## src/rtl/scene_pkg.sv

```systemverilog
package scene_pkg;

    localparam logic [3:0] OP_CREATE_VERT = 4'd1;
    localparam logic [3:0] OP_CREATE_TRI  = 4'd2;
    localparam logic [3:0] OP_CREATE_INST = 4'd3;
    localparam logic [3:0] OP_UPDATE_INST = 4'd4;

    localparam int VTX_W     = 108;            // 3 x 32-bit coords, 3 x 4-bit attributes
    localparam int TRI_W     = 24;             // Three 8-bit vertex indices
    localparam int TRANS_W   = 288;            // Nine 32-bit words
    localparam int VTX_NIB   = VTX_W / 4;
    localparam int TRI_NIB   = TRI_W / 4;
    localparam int TRANS_NIB = TRANS_W / 4;

    localparam int VERT_DEPTH = 1024;
    localparam int TRI_DEPTH  = 1024;
    localparam int VADDR_W    = 10;
    localparam int TADDR_W    = 10;
    localparam int ADDR_W     = (VADDR_W > TADDR_W) ? VADDR_W : TADDR_W;

    localparam int ARG_W    = 16;
    localparam int ARG_NIB  = ARG_W / 4;
    localparam int CNT_W    = 8;
    localparam int ID_W     = 8;
    localparam int ID_NIB   = ID_W / 4;        // Update instance sends only the id
    localparam int STATUS_W = 4;
    localparam int REPLY_W  = ID_W + STATUS_W;

    localparam logic [3:0] REPLY_LEN_FULL   = 4'd12;
    localparam logic [3:0] REPLY_LEN_STATUS = 4'd4;

    localparam logic [2:0] DEC_OP    = 3'd0;
    localparam logic [2:0] DEC_ARG   = 3'd1;
    localparam logic [2:0] DEC_REC   = 3'd2;
    localparam logic [2:0] DEC_REPLY = 3'd3;
    localparam logic [2:0] DEC_WAIT  = 3'd4;

    typedef struct packed {
        logic [ARG_W-CNT_W-1:0] unused;
        logic [CNT_W-1:0]       count;
    } arg_count_t;

    typedef struct packed {
        logic [ID_W-1:0] vbuf_id;
        logic [ID_W-1:0] tbuf_id;
    } arg_ref_t;

    typedef union packed {
        arg_count_t cnt;                       // Create vertex / triangle
        arg_ref_t   refs;                      // Create instance
    } arg_word_u;

endpackage

```

## src/rtl/spi_cmd_decoder.sv

```systemverilog
`timescale 1ns/1ps

module spi_cmd_decoder (
    input  logic                              sck,
    input  logic                              rst,
    input  logic                              cs_n_i,
    input  logic [3:0]                        mosi_i,
    input  logic                              accept_i,
    input  logic [scene_pkg::ADDR_W-1:0]      base_addr_i,
    input  logic [scene_pkg::ID_W-1:0]        new_id_i,
    input  logic [scene_pkg::STATUS_W-1:0]    status_i,
    input  logic                              busy_i,
    output logic                              arg_valid_o,
    output scene_pkg::arg_word_u              arg_o,
    output logic [3:0]                        op_o,
    output logic                              vert_we_o,
    output logic                              tri_we_o,
    output logic                              inst_we_o,
    output logic [scene_pkg::ADDR_W-1:0]      rec_addr_o,
    output logic [scene_pkg::VTX_W-1:0]       vert_data_o,
    output logic [scene_pkg::TRI_W-1:0]       tri_data_o,
    output logic [scene_pkg::TRANS_W-1:0]     inst_data_o,
    output logic [scene_pkg::ID_W-1:0]        inst_id_o,
    output logic [scene_pkg::ID_W-1:0]        inst_vbuf_o,
    output logic [scene_pkg::ID_W-1:0]        inst_tbuf_o,
    output logic                              reply_start_o,
    output logic [3:0]                        reply_len_o,
    output logic [scene_pkg::REPLY_W-1:0]     reply_val_o
);

    logic [2:0]                         state;
    logic [3:0]                         op_q;
    logic [scene_pkg::ARG_W-5:0]        arg_sr;
    scene_pkg::arg_word_u               arg_q;
    logic [6:0]                         nib_cnt;        // Up to 72 nibbles per transform
    logic [scene_pkg::CNT_W-1:0]        rec_cnt;
    logic [scene_pkg::CNT_W-1:0]        rec_last;
    logic [scene_pkg::ADDR_W-1:0]       rec_idx;
    logic [scene_pkg::TRANS_W-1:0]      rec_sr;         // Shared by all record kinds
    logic                               is_update;
    logic                               is_inst;
    logic                               op_known;
    logic                               fetch;
    logic                               arg_done;
    logic                               rec_done;
    logic                               we_ok;

    assign is_update = (op_q == scene_pkg::OP_UPDATE_INST);
    assign is_inst   = (op_q == scene_pkg::OP_CREATE_INST) || is_update;
    assign op_known  = mosi_i inside {scene_pkg::OP_CREATE_VERT, scene_pkg::OP_CREATE_TRI,
                                      scene_pkg::OP_CREATE_INST, scene_pkg::OP_UPDATE_INST};

    // Opcode is taken in fetch state, or right after the last reply bit
    assign fetch = (state == scene_pkg::DEC_OP) || (state == scene_pkg::DEC_WAIT && !busy_i);

    assign arg_done = is_update ? (nib_cnt == scene_pkg::ID_NIB - 1)
                                : (nib_cnt == scene_pkg::ARG_NIB - 1);

    always_comb begin
        case (op_q)
            scene_pkg::OP_CREATE_VERT: rec_done = (nib_cnt == scene_pkg::VTX_NIB - 1);
            scene_pkg::OP_CREATE_TRI:  rec_done = (nib_cnt == scene_pkg::TRI_NIB - 1);
            default:                   rec_done = (nib_cnt == scene_pkg::TRANS_NIB - 1);
        endcase
    end

    assign rec_last = is_inst ? '0 : arg_q.cnt.count - 1'b1;
    assign rec_idx  = {{(scene_pkg::ADDR_W - scene_pkg::CNT_W){1'b0}}, rec_cnt};
    assign we_ok    = accept_i || is_update;     // Update has no allocation

    // Allocator samples the word on the edge that takes its last nibble
    assign arg_o       = {arg_sr, mosi_i};
    assign arg_valid_o = (state == scene_pkg::DEC_ARG) && !cs_n_i && arg_done && !is_update;
    assign op_o        = op_q;

    assign vert_data_o = rec_sr[scene_pkg::VTX_W-1:0];
    assign tri_data_o  = rec_sr[scene_pkg::TRI_W-1:0];
    assign inst_data_o = rec_sr;
    assign inst_vbuf_o = arg_q.refs.vbuf_id;
    assign inst_tbuf_o = arg_q.refs.tbuf_id;

    // Allocator answer is stable by the time the serializer loads
    assign reply_val_o = {new_id_i, status_i};

    always_ff @(posedge sck) begin
        vert_we_o     <= 1'b0;
        tri_we_o      <= 1'b0;
        inst_we_o     <= 1'b0;
        reply_start_o <= 1'b0;
        if (rst || cs_n_i) begin
            state   <= scene_pkg::DEC_OP;          // Chip select high aborts the command
            op_q    <= '0;
            nib_cnt <= '0;
            rec_cnt <= '0;
        end else begin
            case (state)
                scene_pkg::DEC_OP, scene_pkg::DEC_WAIT: begin
                    if (fetch) begin
                        op_q    <= mosi_i;
                        nib_cnt <= '0;
                        if (op_known) begin
                            state <= scene_pkg::DEC_ARG;
                        end else begin
                            state <= scene_pkg::DEC_OP;
                        end
                    end
                end

                scene_pkg::DEC_ARG: begin
                    arg_sr <= {arg_sr[scene_pkg::ARG_W-9:0], mosi_i};
                    if (arg_done) begin
                        nib_cnt <= '0;
                        rec_cnt <= '0;
                        arg_q   <= arg_o;
                        if (is_update) begin
                            inst_id_o <= {arg_sr[3:0], mosi_i};
                        end
                        if (!is_inst && arg_o.cnt.count == '0) begin
                            reply_start_o <= 1'b1;   // Empty buffer, reply at once
                            reply_len_o   <= scene_pkg::REPLY_LEN_FULL;
                            state         <= scene_pkg::DEC_REPLY;
                        end else begin
                            state <= scene_pkg::DEC_REC;
                        end
                    end else begin
                        nib_cnt <= nib_cnt + 1'b1;
                    end
                end

                scene_pkg::DEC_REC: begin
                    rec_sr <= {rec_sr[scene_pkg::TRANS_W-5:0], mosi_i};
                    if (rec_done) begin
                        nib_cnt    <= '0;
                        rec_addr_o <= base_addr_i + rec_idx;
                        vert_we_o  <= we_ok && (op_q == scene_pkg::OP_CREATE_VERT);
                        tri_we_o   <= we_ok && (op_q == scene_pkg::OP_CREATE_TRI);
                        inst_we_o  <= we_ok && is_inst;
                        if (op_q == scene_pkg::OP_CREATE_INST) begin
                            inst_id_o <= new_id_i;
                        end
                        if (rec_cnt == rec_last) begin
                            reply_start_o <= 1'b1;
                            reply_len_o   <= is_update ? scene_pkg::REPLY_LEN_STATUS
                                                       : scene_pkg::REPLY_LEN_FULL;
                            state         <= scene_pkg::DEC_REPLY;
                        end else begin
                            rec_cnt <= rec_cnt + 1'b1;
                        end
                    end else begin
                        nib_cnt <= nib_cnt + 1'b1;
                    end
                end

                scene_pkg::DEC_REPLY: begin
                    state <= scene_pkg::DEC_WAIT;    // Serializer loads on this edge
                end

                default: begin
                    state <= scene_pkg::DEC_OP;
                end
            endcase
        end
    end

endmodule

```

## src/rtl/buffer_allocator.sv

```systemverilog
`timescale 1ns/1ps

module buffer_allocator (
    input  logic                              sck,
    input  logic                              rst,
    input  logic                              arg_valid_i,
    input  scene_pkg::arg_word_u              arg_i,
    input  logic [3:0]                        op_i,
    output logic                              accept_o,
    output logic [scene_pkg::ADDR_W-1:0]      base_addr_o,
    output logic [scene_pkg::ID_W-1:0]        new_id_o,
    output logic [scene_pkg::STATUS_W-1:0]    status_o
);

    logic [scene_pkg::VADDR_W:0]    vert_base;      // One extra bit to hold a full memory
    logic [scene_pkg::TADDR_W:0]    tri_base;
    logic [scene_pkg::VADDR_W:0]    vert_end;
    logic [scene_pkg::TADDR_W:0]    tri_end;
    logic [scene_pkg::ID_W-1:0]     vbuf_id;
    logic [scene_pkg::ID_W-1:0]     tbuf_id;
    logic [scene_pkg::ID_W-1:0]     inst_id;
    logic                           last_rej;

    assign vert_end = vert_base
                    + {{(scene_pkg::VADDR_W + 1 - scene_pkg::CNT_W){1'b0}}, arg_i.cnt.count};
    assign tri_end  = tri_base
                    + {{(scene_pkg::TADDR_W + 1 - scene_pkg::CNT_W){1'b0}}, arg_i.cnt.count};

    always_ff @(posedge sck) begin
        if (rst) begin
            vert_base   <= '0;
            tri_base    <= '0;
            vbuf_id     <= '0;
            tbuf_id     <= '0;
            inst_id     <= 8'd1;                    // Id 0 belongs to the camera
            last_rej    <= 1'b0;
            accept_o    <= 1'b0;
            base_addr_o <= '0;
            new_id_o    <= '0;
        end else if (arg_valid_i) begin
            case (op_i)
                scene_pkg::OP_CREATE_VERT: begin
                    accept_o <= (vert_end <= scene_pkg::VERT_DEPTH);
                    last_rej <= (vert_end > scene_pkg::VERT_DEPTH);
                    if (vert_end <= scene_pkg::VERT_DEPTH) begin
                        base_addr_o <= vert_base[scene_pkg::ADDR_W-1:0];
                        new_id_o    <= vbuf_id;
                        vbuf_id     <= vbuf_id + 1'b1;
                        vert_base   <= vert_end;
                    end else begin
                        new_id_o <= '1;
                    end
                end
                scene_pkg::OP_CREATE_TRI: begin
                    accept_o <= (tri_end <= scene_pkg::TRI_DEPTH);
                    last_rej <= (tri_end > scene_pkg::TRI_DEPTH);
                    if (tri_end <= scene_pkg::TRI_DEPTH) begin
                        base_addr_o <= tri_base[scene_pkg::ADDR_W-1:0];
                        new_id_o    <= tbuf_id;
                        tbuf_id     <= tbuf_id + 1'b1;
                        tri_base    <= tri_end;
                    end else begin
                        new_id_o <= '1;
                    end
                end
                scene_pkg::OP_CREATE_INST: begin
                    accept_o <= 1'b1;
                    last_rej <= 1'b0;
                    new_id_o <= inst_id;
                    if (inst_id != '1) begin
                        inst_id <= inst_id + 1'b1;  // Sticks at 255
                    end
                end
                default: begin
                end
            endcase
        end
    end

    assign status_o = {vert_base == scene_pkg::VERT_DEPTH,
                       tri_base == scene_pkg::TRI_DEPTH,
                       inst_id == '1,
                       last_rej};

endmodule

```

## src/rtl/reply_serializer.sv

```systemverilog
`timescale 1ns/1ps

module reply_serializer (
    input  logic                              sck,
    input  logic                              rst,
    input  logic                              cs_n_i,
    input  logic                              start_i,
    input  logic [3:0]                        len_i,
    input  logic [scene_pkg::REPLY_W-1:0]     value_i,
    output logic                              miso_o,
    output logic                              busy_o
);

    logic [scene_pkg::REPLY_W-1:0]  shift_q;
    logic [scene_pkg::REPLY_W-1:0]  aligned;
    logic [3:0]                     bits_left;

    // Move the selected field up against the MSB
    assign aligned = value_i << (scene_pkg::REPLY_W - len_i);

    always_ff @(posedge sck) begin
        if (rst || cs_n_i) begin
            bits_left <= '0;
            miso_o    <= 1'b0;
        end else if (start_i) begin
            bits_left <= len_i - 1'b1;              // First bit goes out now
            miso_o    <= aligned[scene_pkg::REPLY_W-1];
        end else if (bits_left != '0) begin
            bits_left <= bits_left - 1'b1;
            miso_o    <= shift_q[scene_pkg::REPLY_W-1];
        end else begin
            miso_o    <= 1'b0;                      // Idle line
        end
    end

    always_ff @(posedge sck) begin
        if (start_i) begin
            shift_q <= aligned << 1;
        end else begin
            shift_q <= shift_q << 1;
        end
    end

    // Low once the final bit is on the line
    assign busy_o = (bits_left != '0);

endmodule

```

## src/rtl/raster_spi_link.sv

```systemverilog
`timescale 1ns/1ps

module raster_spi_link (
    input  logic                              sck,
    input  logic                              rst,
    input  logic                              cs_n_i,
    input  logic [3:0]                        mosi_i,
    output logic                              miso_o,
    output logic                              vert_we_o,
    output logic [scene_pkg::VADDR_W-1:0]     vert_addr_o,
    output logic [scene_pkg::VTX_W-1:0]       vert_data_o,
    output logic                              tri_we_o,
    output logic [scene_pkg::TADDR_W-1:0]     tri_addr_o,
    output logic [scene_pkg::TRI_W-1:0]       tri_data_o,
    output logic                              inst_we_o,
    output logic [scene_pkg::ID_W-1:0]        inst_id_o,
    output logic [scene_pkg::ID_W-1:0]        inst_vbuf_o,
    output logic [scene_pkg::ID_W-1:0]        inst_tbuf_o,
    output logic [scene_pkg::TRANS_W-1:0]     inst_data_o
);

    logic                               arg_valid;
    scene_pkg::arg_word_u               arg;
    logic [3:0]                         op;
    logic                               accept;
    logic [scene_pkg::ADDR_W-1:0]       base_addr;
    logic [scene_pkg::ID_W-1:0]         new_id;
    logic [scene_pkg::STATUS_W-1:0]     status;
    logic                               busy;
    logic [scene_pkg::ADDR_W-1:0]       rec_addr;
    logic                               reply_start;
    logic [3:0]                         reply_len;
    logic [scene_pkg::REPLY_W-1:0]      reply_val;

    spi_cmd_decoder spi_cmd_decoder_i (
        .sck           (sck),
        .rst           (rst),
        .cs_n_i        (cs_n_i),
        .mosi_i        (mosi_i),
        .accept_i      (accept),
        .base_addr_i   (base_addr),
        .new_id_i      (new_id),
        .status_i      (status),
        .busy_i        (busy),
        .arg_valid_o   (arg_valid),
        .arg_o         (arg),
        .op_o          (op),
        .vert_we_o     (vert_we_o),
        .tri_we_o      (tri_we_o),
        .inst_we_o     (inst_we_o),
        .rec_addr_o    (rec_addr),
        .vert_data_o   (vert_data_o),
        .tri_data_o    (tri_data_o),
        .inst_data_o   (inst_data_o),
        .inst_id_o     (inst_id_o),
        .inst_vbuf_o   (inst_vbuf_o),
        .inst_tbuf_o   (inst_tbuf_o),
        .reply_start_o (reply_start),
        .reply_len_o   (reply_len),
        .reply_val_o   (reply_val)
    );

    buffer_allocator buffer_allocator_i (
        .sck         (sck),
        .rst         (rst),
        .arg_valid_i (arg_valid),
        .arg_i       (arg),
        .op_i        (op),
        .accept_o    (accept),
        .base_addr_o (base_addr),
        .new_id_o    (new_id),
        .status_o    (status)
    );

    reply_serializer reply_serializer_i (
        .sck     (sck),
        .rst     (rst),
        .cs_n_i  (cs_n_i),
        .start_i (reply_start),
        .len_i   (reply_len),
        .value_i (reply_val),
        .miso_o  (miso_o),
        .busy_o  (busy)
    );

    // One address bus, each memory takes its own low bits
    assign vert_addr_o = rec_addr[scene_pkg::VADDR_W-1:0];
    assign tri_addr_o  = rec_addr[scene_pkg::TADDR_W-1:0];

endmodule

```

## config.mk

```make
export PLATFORM = sky130hd
export DESIGN_NAME = raster_spi_link
export DESIGN_NICKNAME = d
export VERILOG_FILES = /design/src/rtl/scene_pkg.sv /design/src/rtl/spi_cmd_decoder.sv /design/src/rtl/buffer_allocator.sv /design/src/rtl/reply_serializer.sv /design/src/rtl/raster_spi_link.sv
export SDC_FILE = /design/constraint.sdc
export NUM_CORES = 1
export LEC_CHECK = 0
export BUFFER_PORTS_ARGS = -buffer_cell sky130_fd_sc_hd__buf_2
export CORE_MARGIN = 2
export CORE_UTILIZATION = 57
export CTS_CLUSTER_SIZE = 16
export DETAILED_ROUTE_END_ITERATION = 16
export MAX_ROUTING_LAYER = met4
export PLACE_DENSITY = 0.83
export SETUP_SLACK_MARGIN = 0.05
export SLEW_MARGIN = 5
export SYNTH_ARGS = -nofsm -noshare
export SYNTH_HDL_FRONTEND = slang
export SYNTH_SLANG_ARGS = --single-unit
```

## constraint.sdc

```tcl
create_clock -name sck -period 14 [get_ports sck]
set_clock_uncertainty 0.15 [all_clocks]
set_input_delay 1.4 -clock sck [delete_from_list [all_inputs] [get_ports sck]]
set_output_delay 1.4 -clock sck [all_outputs]
set_load 0.05 [all_outputs]
```

Word level (Yosys, flattened, before mapping)
Index checks and enable logic that the tools add are counted.
{"block": "classes", "n_addsub": 12, "n_mul": 0, "div": 0, "n_lt_le_gt_ge": 4, "n_eq_ne": 32, "shifts": 1, "muxes": 47, "n_bitwise": 3, "reduce_logical": 42}
{"operator": "$mux W8", "count": 10}
{"operator": "$add A8 B1 Y8 const B", "count": 4}
{"operator": "$pmux W8 S2", "count": 2}
{"operator": "$shl A12 B32 Y12", "count": 1}
{"operator": "$mux W4", "count": 7}
{"operator": "$pmux W8 S3", "count": 1}
{"operator": "$add A11 B8 Y11", "count": 2}
{"operator": "$eq A11 B11 Y1 const B", "count": 2}
{"operator": "$gt A11 B11 Y1 const B", "count": 2}
{"operator": "$le A11 B11 Y1 const B", "count": 2}
{"operator": "$mux W7", "count": 3}
{"operator": "$pmux W7 S3", "count": 1}
{"operator": "$mux W10", "count": 2}
{"operator": "$pmux W10 S2", "count": 1}
{"operator": "$eq A4 B2 Y1 const B", "count": 4}
{"operator": "$ne A2 B1 Y1 const B", "count": 8}
{"operator": "$reduce_and A3 Y1", "count": 5}
{"operator": "$mux W12", "count": 1}
{"operator": "$mux W3", "count": 4}
{"operator": "$pmux W3 S4", "count": 1}
{"operator": "$reduce_and A4 Y1", "count": 3}
{"operator": "$reduce_and A6 Y1", "count": 2}
{"operator": "$add A10 B8 Y10", "count": 1}
{"operator": "$reduce_and A2 Y1", "count": 5}
{"operator": "33 further kinds", "count": 67}
{"block": "totals", "ff_bits": 447, "latchBits": 0, "ramBits": 0, "rom_bits": 0, "input_bits": 7, "memories": 0}

Depth between registers and ports, before layout
{"block": "depth", "depth_word": 7, "depth_mapped": 13, "mapped_depth_nobuf": 11}

By module
A second synthesis with hierarchy kept.
{"block": "unflattened", "cells_unflattened": 1419, "hier_area_um2": 18894.4}
{"mod": "spi_cmd_decoder", "instances": 1, "cells_per_inst": 786, "area_each_um2": 13437.9, "seq_area_each_um2": 10580.1}
{"mod": "buffer_allocator", "instances": 1, "cells_per_inst": 490, "area_each_um2": 4165.2, "seq_area_each_um2": 1321.3}
{"mod": "reply_serializer", "instances": 1, "cells_per_inst": 133, "area_each_um2": 1216.2, "seq_area_each_um2": 320.3}
{"mod": "raster_spi_link", "instances": 1, "cells_per_inst": 10, "area_each_um2": 75.1, "seq_area_each_um2": 0.0}

Worst setup path before layout
OpenSTA, ideal clock, no wires.
{"block": "synth_timing", "kind": "input to register", "start": "in rst", "end": "reg spi_cmd_decoder_i.reply_len_o[3], enable pin", "setup_ps": 356, "arrival_time_ps": 8007, "t_required_ps": 13494, "setup_slack_ps": 5487, "path_stages": 6, "path_cell_list": "clkbuf_1 > nor2_1 > nand2_1 > inv_1 > nor2_1 > a2111oi_0"}
{"block": "synth_via", "elab_chain_len": 3}
{"element": "start: declaration", "line": "raster_spi_link.sv:5", "source": "input logic rst,"}
{"element": "$logic_or A1 B1 Y1", "line": "spi_cmd_decoder.sv:90", "source": "if (rst || cs_n_i) begin"}
{"element": "$not A1 Y1 (no line)"}
{"element": "$reduce_and A6 Y1 (no line)"}
{"element": "end signal: assignment", "line": "spi_cmd_decoder.sv:120", "source": "reply_len_o <= scene_pkg::REPLY_LEN_FULL;"}
{"element": "end signal: assignment", "line": "spi_cmd_decoder.sv:143", "source": "reply_len_o <= is_update ? scene_pkg::REPLY_LEN_STATUS"}
{"element": "end: declaration", "line": "spi_cmd_decoder.sv:27", "source": "output logic [3:0] reply_len_o,"}
No other way between the ends.
A chain may end at the register's enable or synchronous reset.

Worst setup path in the final report
{"block": "layout_timing", "start": "in mosi_i[0]", "end": "reg buffer_allocator_i.base_addr_o[8] (netlist bit)"}
{"block": "layout_via", "elab_chain_len": 4, "word_cells_on_any_way": 7, "classes_between": "add/sub: 2; order compare: 2; eq/ne: 2; reduce/logical: 1"}
{"element": "start: declaration", "line": "raster_spi_link.sv:7", "source": "input logic [3:0] mosi_i,"}
{"element": "$add A11 B8 Y11, on equally long branches", "line": "buffer_allocator.sv:27, buffer_allocator.sv:25"}
{"element": "$le A11 B11 Y1, on equally long branches", "line": "buffer_allocator.sv:57, buffer_allocator.sv:45"}
{"element": "$ne A2 B1 Y1 (no line)"}
{"element": "$reduce_and A4 Y1 (no line) (*)"}
{"element": "end signal: assignment", "line": "buffer_allocator.sv:46", "source": "base_addr_o <= vert_base[scene_pkg::ADDR_W-1:0];"}
{"element": "end signal: assignment", "line": "buffer_allocator.sv:58", "source": "base_addr_o <= tri_base[scene_pkg::ADDR_W-1:0];"}
{"element": "end: declaration", "line": "buffer_allocator.sv:10", "source": "output logic [scene_pkg::ADDR_W-1:0] base_addr_o,"}
Every way passes the cells marked *; elsewhere a longest branch is shown, timed or not.

==> run summary <==
Worst EP arrival = 5630 ps
Hold Buf Count CTS = 0
Clock transition at path regs = 60 ps
initial core utilization = 57.84%
Syn-to-layout area delta = 17.13%
setup TNS = 0 ps
first-pass GRT wire length = 76.48 mm
drt pass-1 iters = 5
Achievable Freq = 187.3 MHz
Overall Power = 2570 uW
CP Launch Type = primary input
placed cells = 2083
RSZ-0062 raised after global routing = false
hold path depth = 0
Post-CTS Setup Bufs = 0
fin cells = 2165
commonest non-fill, non-tap cells in the layout = 474 x buf_2, 335 x edfxtp_1, 120 x nor2_1
Antenna Nets Post-Route = 0
Clock Sink Count = 443
hold-critical path endpoint = spi_cmd_decoder_i.arg_q[12]$_DFFE_PP_
Num CTS Buffers = 45
Yosys cell types = 74
fin. max-slew vios = 0
initial antenna violation count = 1
routed length per instance = 24.98 microns
syn_area_per_cell = 13.18 sq um
Detailed Route WL = 54.09 mm
drt drc = 0
share of layout cells above drive strength 1 = 33.09%
clock latency on the worst-skew pair = 550 ps
Max Fanout on Critical Path = 10
Placed Area = 0.01993 sq mm
maximum number of pins on one net before global-route repair = 134
maximum vdd drop = 0.1074 mV
clock buffer depth = 3
RR Startpoint = spi_cmd_decoder_i.arg_sr[3]$_DFFE_PP_
HP Start = spi_cmd_decoder_i.arg_sr[8]$_DFFE_PP_
I/O pins = 475
post-synth net total = 1422
Pwr Density = 120.5 mW/mm^2
Final Hold Fails = 0
Fillers = 2239
Rows = 65
Post-synth ARST share = 0%
clk root buf = clkbuf_16
fin area = 0.02132 sq mm
Die Y = 182.7 microns
P_leak = 0.007836 uW
worst hold path class = flip-flop to flip-flop
FF-to-FF path depth = 10
gp weighted congestion = 0.9519
Die ar. = 0.03338 sq mm
worst setup path category = primary input to flip-flop
H-Tree Depth = 2
post-DP HPWL = 40.92 mm
port bufs = 474
Placeable Area = 0.03147 sq mm
worst slew pin tran = 1157 ps
TritonCTS clock tree = yes
Tmin final = 5340 ps
GR Overflow Total = 0
Global Route Usage Sum = 32.44%
count of flip-flops with a built-in enable after synthesis = 335
vias = 12.59k
DIE WIDTH = 182.7 microns
status = finished, final reports clean
sequential area share after synthesis = 67.14%
YS warnings = 0
Final Setup Violations = 0
Final Cycle Share = 38.14%
DRT iter0 DRCs = 1237
commonest non-fill, non-tap cell in the layout = buf_2
Worst setup EP type = flip-flop
Worst R2R Setup Slack = 9350 ps
vias in the first global route = 11.65k
Synth Flop Type = edfxtp_1
post-CTS sizing = 0
post-synthesis cell count = 1381
Worst EP required = 14290 ps
reg2reg end = buffer_allocator_i.base_addr_o[8]$_SDFFE_PP0P_
nets = 1769
synthesized area = 0.01820 sq mm
slew margin rel. = 22.60%
vias per inst = 5.816
Max-cap violations = 0
#FFs+latches synth = 443
-- per-stage QoR --
step	setup WS, ps	util, %	hold WS (ps)
6_report	8660	67.74	256.7
5_1_grt	8518	67.74	270.4
4_1_cts	8728	67.74	250.6
3_5_place_dp	8179	63.34	254.5
3_3_place_gp	8260	63.34	255.7
2_1_floorplan	5487	-	250.3
-- routing by layer --
layer / share of wire, % / vias to the layer above / global-route usage (%)
met5: 0 / - / -
met3: 8.1 / 186 / 5.228
met4: 8.8 / 0 / 23.77
li1: - / 5619 / -
met2: 49 / 690 / 52.46
met1: 34 / 6097 / 36.74
-- how the worst max path moves through the flow --
stage	slack, ps	from	endpoint	cells after the start
finish	8660	mosi_i[0]	buffer_allocator_i.base_addr_o[8]$_SDFFE_PP0P_	13
detailed placement	8180	mosi_i[0]	buffer_allocator_i.base_addr_o[1]$_SDFFE_PP0P_	13
CTS	8730	mosi_i[0]	buffer_allocator_i.base_addr_o[8]$_SDFFE_PP0P_	13
global placement	8260	mosi_i[0]	buffer_allocator_i.base_addr_o[1]$_SDFFE_PP0P_	13
floorplan	5490	rst	spi_cmd_decoder_i.reply_len_o[3]$_SDFFCE_PN1P_	6
global route	8520	mosi_i[0]	buffer_allocator_i.base_addr_o[8]$_SDFFE_PP0P_	13
-- layout make-up --
type | count | area (sq um) | share of cell area (%)
diodes | 1 | 2.502 | 0.01174
clock buffers | 56 | 1177 | 5.522
clock inverters | 25 | 207.7 | 0.9741
inverters | 35 | 138.9 | 0.6514
multi-input cells | 719 | 4623 | 21.68
flip-flops and latches | 443 | 12220 | 57.32
well taps | 402 | 503.0 | 2.359
repair buffers | 484 | 2447 | 11.48
-- cell families after synthesis --
group           Yosys count  synth area share (%)
flops                   443                 67.14
simple gates            397                 10.85
buf+inv                 219                 7.561
compound gates          201                 7.334
mux                      53                 3.017
xor+xnor                 34                 1.636
fa+ha+maj                34                 2.461
-- state kept, by name (all words and copies together), names as in the netlist, 10 cells and up --
register / count
spi_cmd_decoder_i.inst_data_o: 288
spi_cmd_decoder_i.arg_q: 16
spi_cmd_decoder_i.arg_sr: 12
buffer_allocator_i.tri_base: 11
buffer_allocator_i.vert_base: 11
reply_serializer_i.shift_q: 11
buffer_allocator_i.base_addr_o: 10
spi_cmd_decoder_i.rec_addr_o: 10
-- where the power goes --
part / switching (uW) / leakage (uW) / internal (uW) / total [uW]
clock network: 502 / 0.000670 / 638 / 1140
logic: 22.3 / 0.00357 / 9.80 / 32.1
registers: 2.57 / 0.00360 / 1400 / 1400
total: 527 / 0.00784 / 2040 / 2570
-- synth_stat cells, drive strengths merged (3+ instances only) --
master / instances / area [sq um]
nor2b: 22 / 137.6
ha: 31 / 387.9
o21a: 11 / 82.58
dfxtp: 108 / 2162
or2: 6 / 37.54
o211ai: 6 / 45.04
nand2: 82 / 307.8
or4: 7 / 52.55
nor3: 23 / 115.1
mux2i: 38 / 380.4
a21oi: 58 / 290.3
a221oi: 3 / 26.28
and2: 8 / 50.05
buf: 151 / 1121
or4b: 4 / 40.04
a31oi: 4 / 25.02
fa: 3 / 60.06
nand3: 36 / 180.2
xnor2: 21 / 183.9
nor4: 10 / 62.56
edfxtp: 335 / 10060
inv: 35 / 131.4
a2111oi: 5 / 43.79
clkbuf: 33 / 123.9
nor2: 121 / 456.7
nand4: 11 / 68.82
o311ai: 3 / 26.28
nor4b: 3 / 26.28
o21ai: 41 / 205.2
mux2: 15 / 168.9
a21o: 7 / 52.55
a211o: 9 / 78.83
o2bb2ai: 4 / 35.03
a211oi: 18 / 140.1
xor2: 13 / 113.9
nor3b: 5 / 37.54
nand2b: 20 / 125.1
a31o: 3 / 26.28
and3: 12 / 75.07
or3: 13 / 81.33
o31ai: 3 / 22.52
nand3b: 5 / 37.54
-- worst max-delay path, stage by stage --
cell and delay [ps]:
buf_2 220, ha_1 220, inv_1 60, fa_1 410, xnor2_1 170, or4b_1 490, a211o_1 280, or4_1 470
or4b_1 600, a211oi_2 520, buf_4 270, nor2_2 140, mux2_2 360
(Power assumes the default switching activity.)
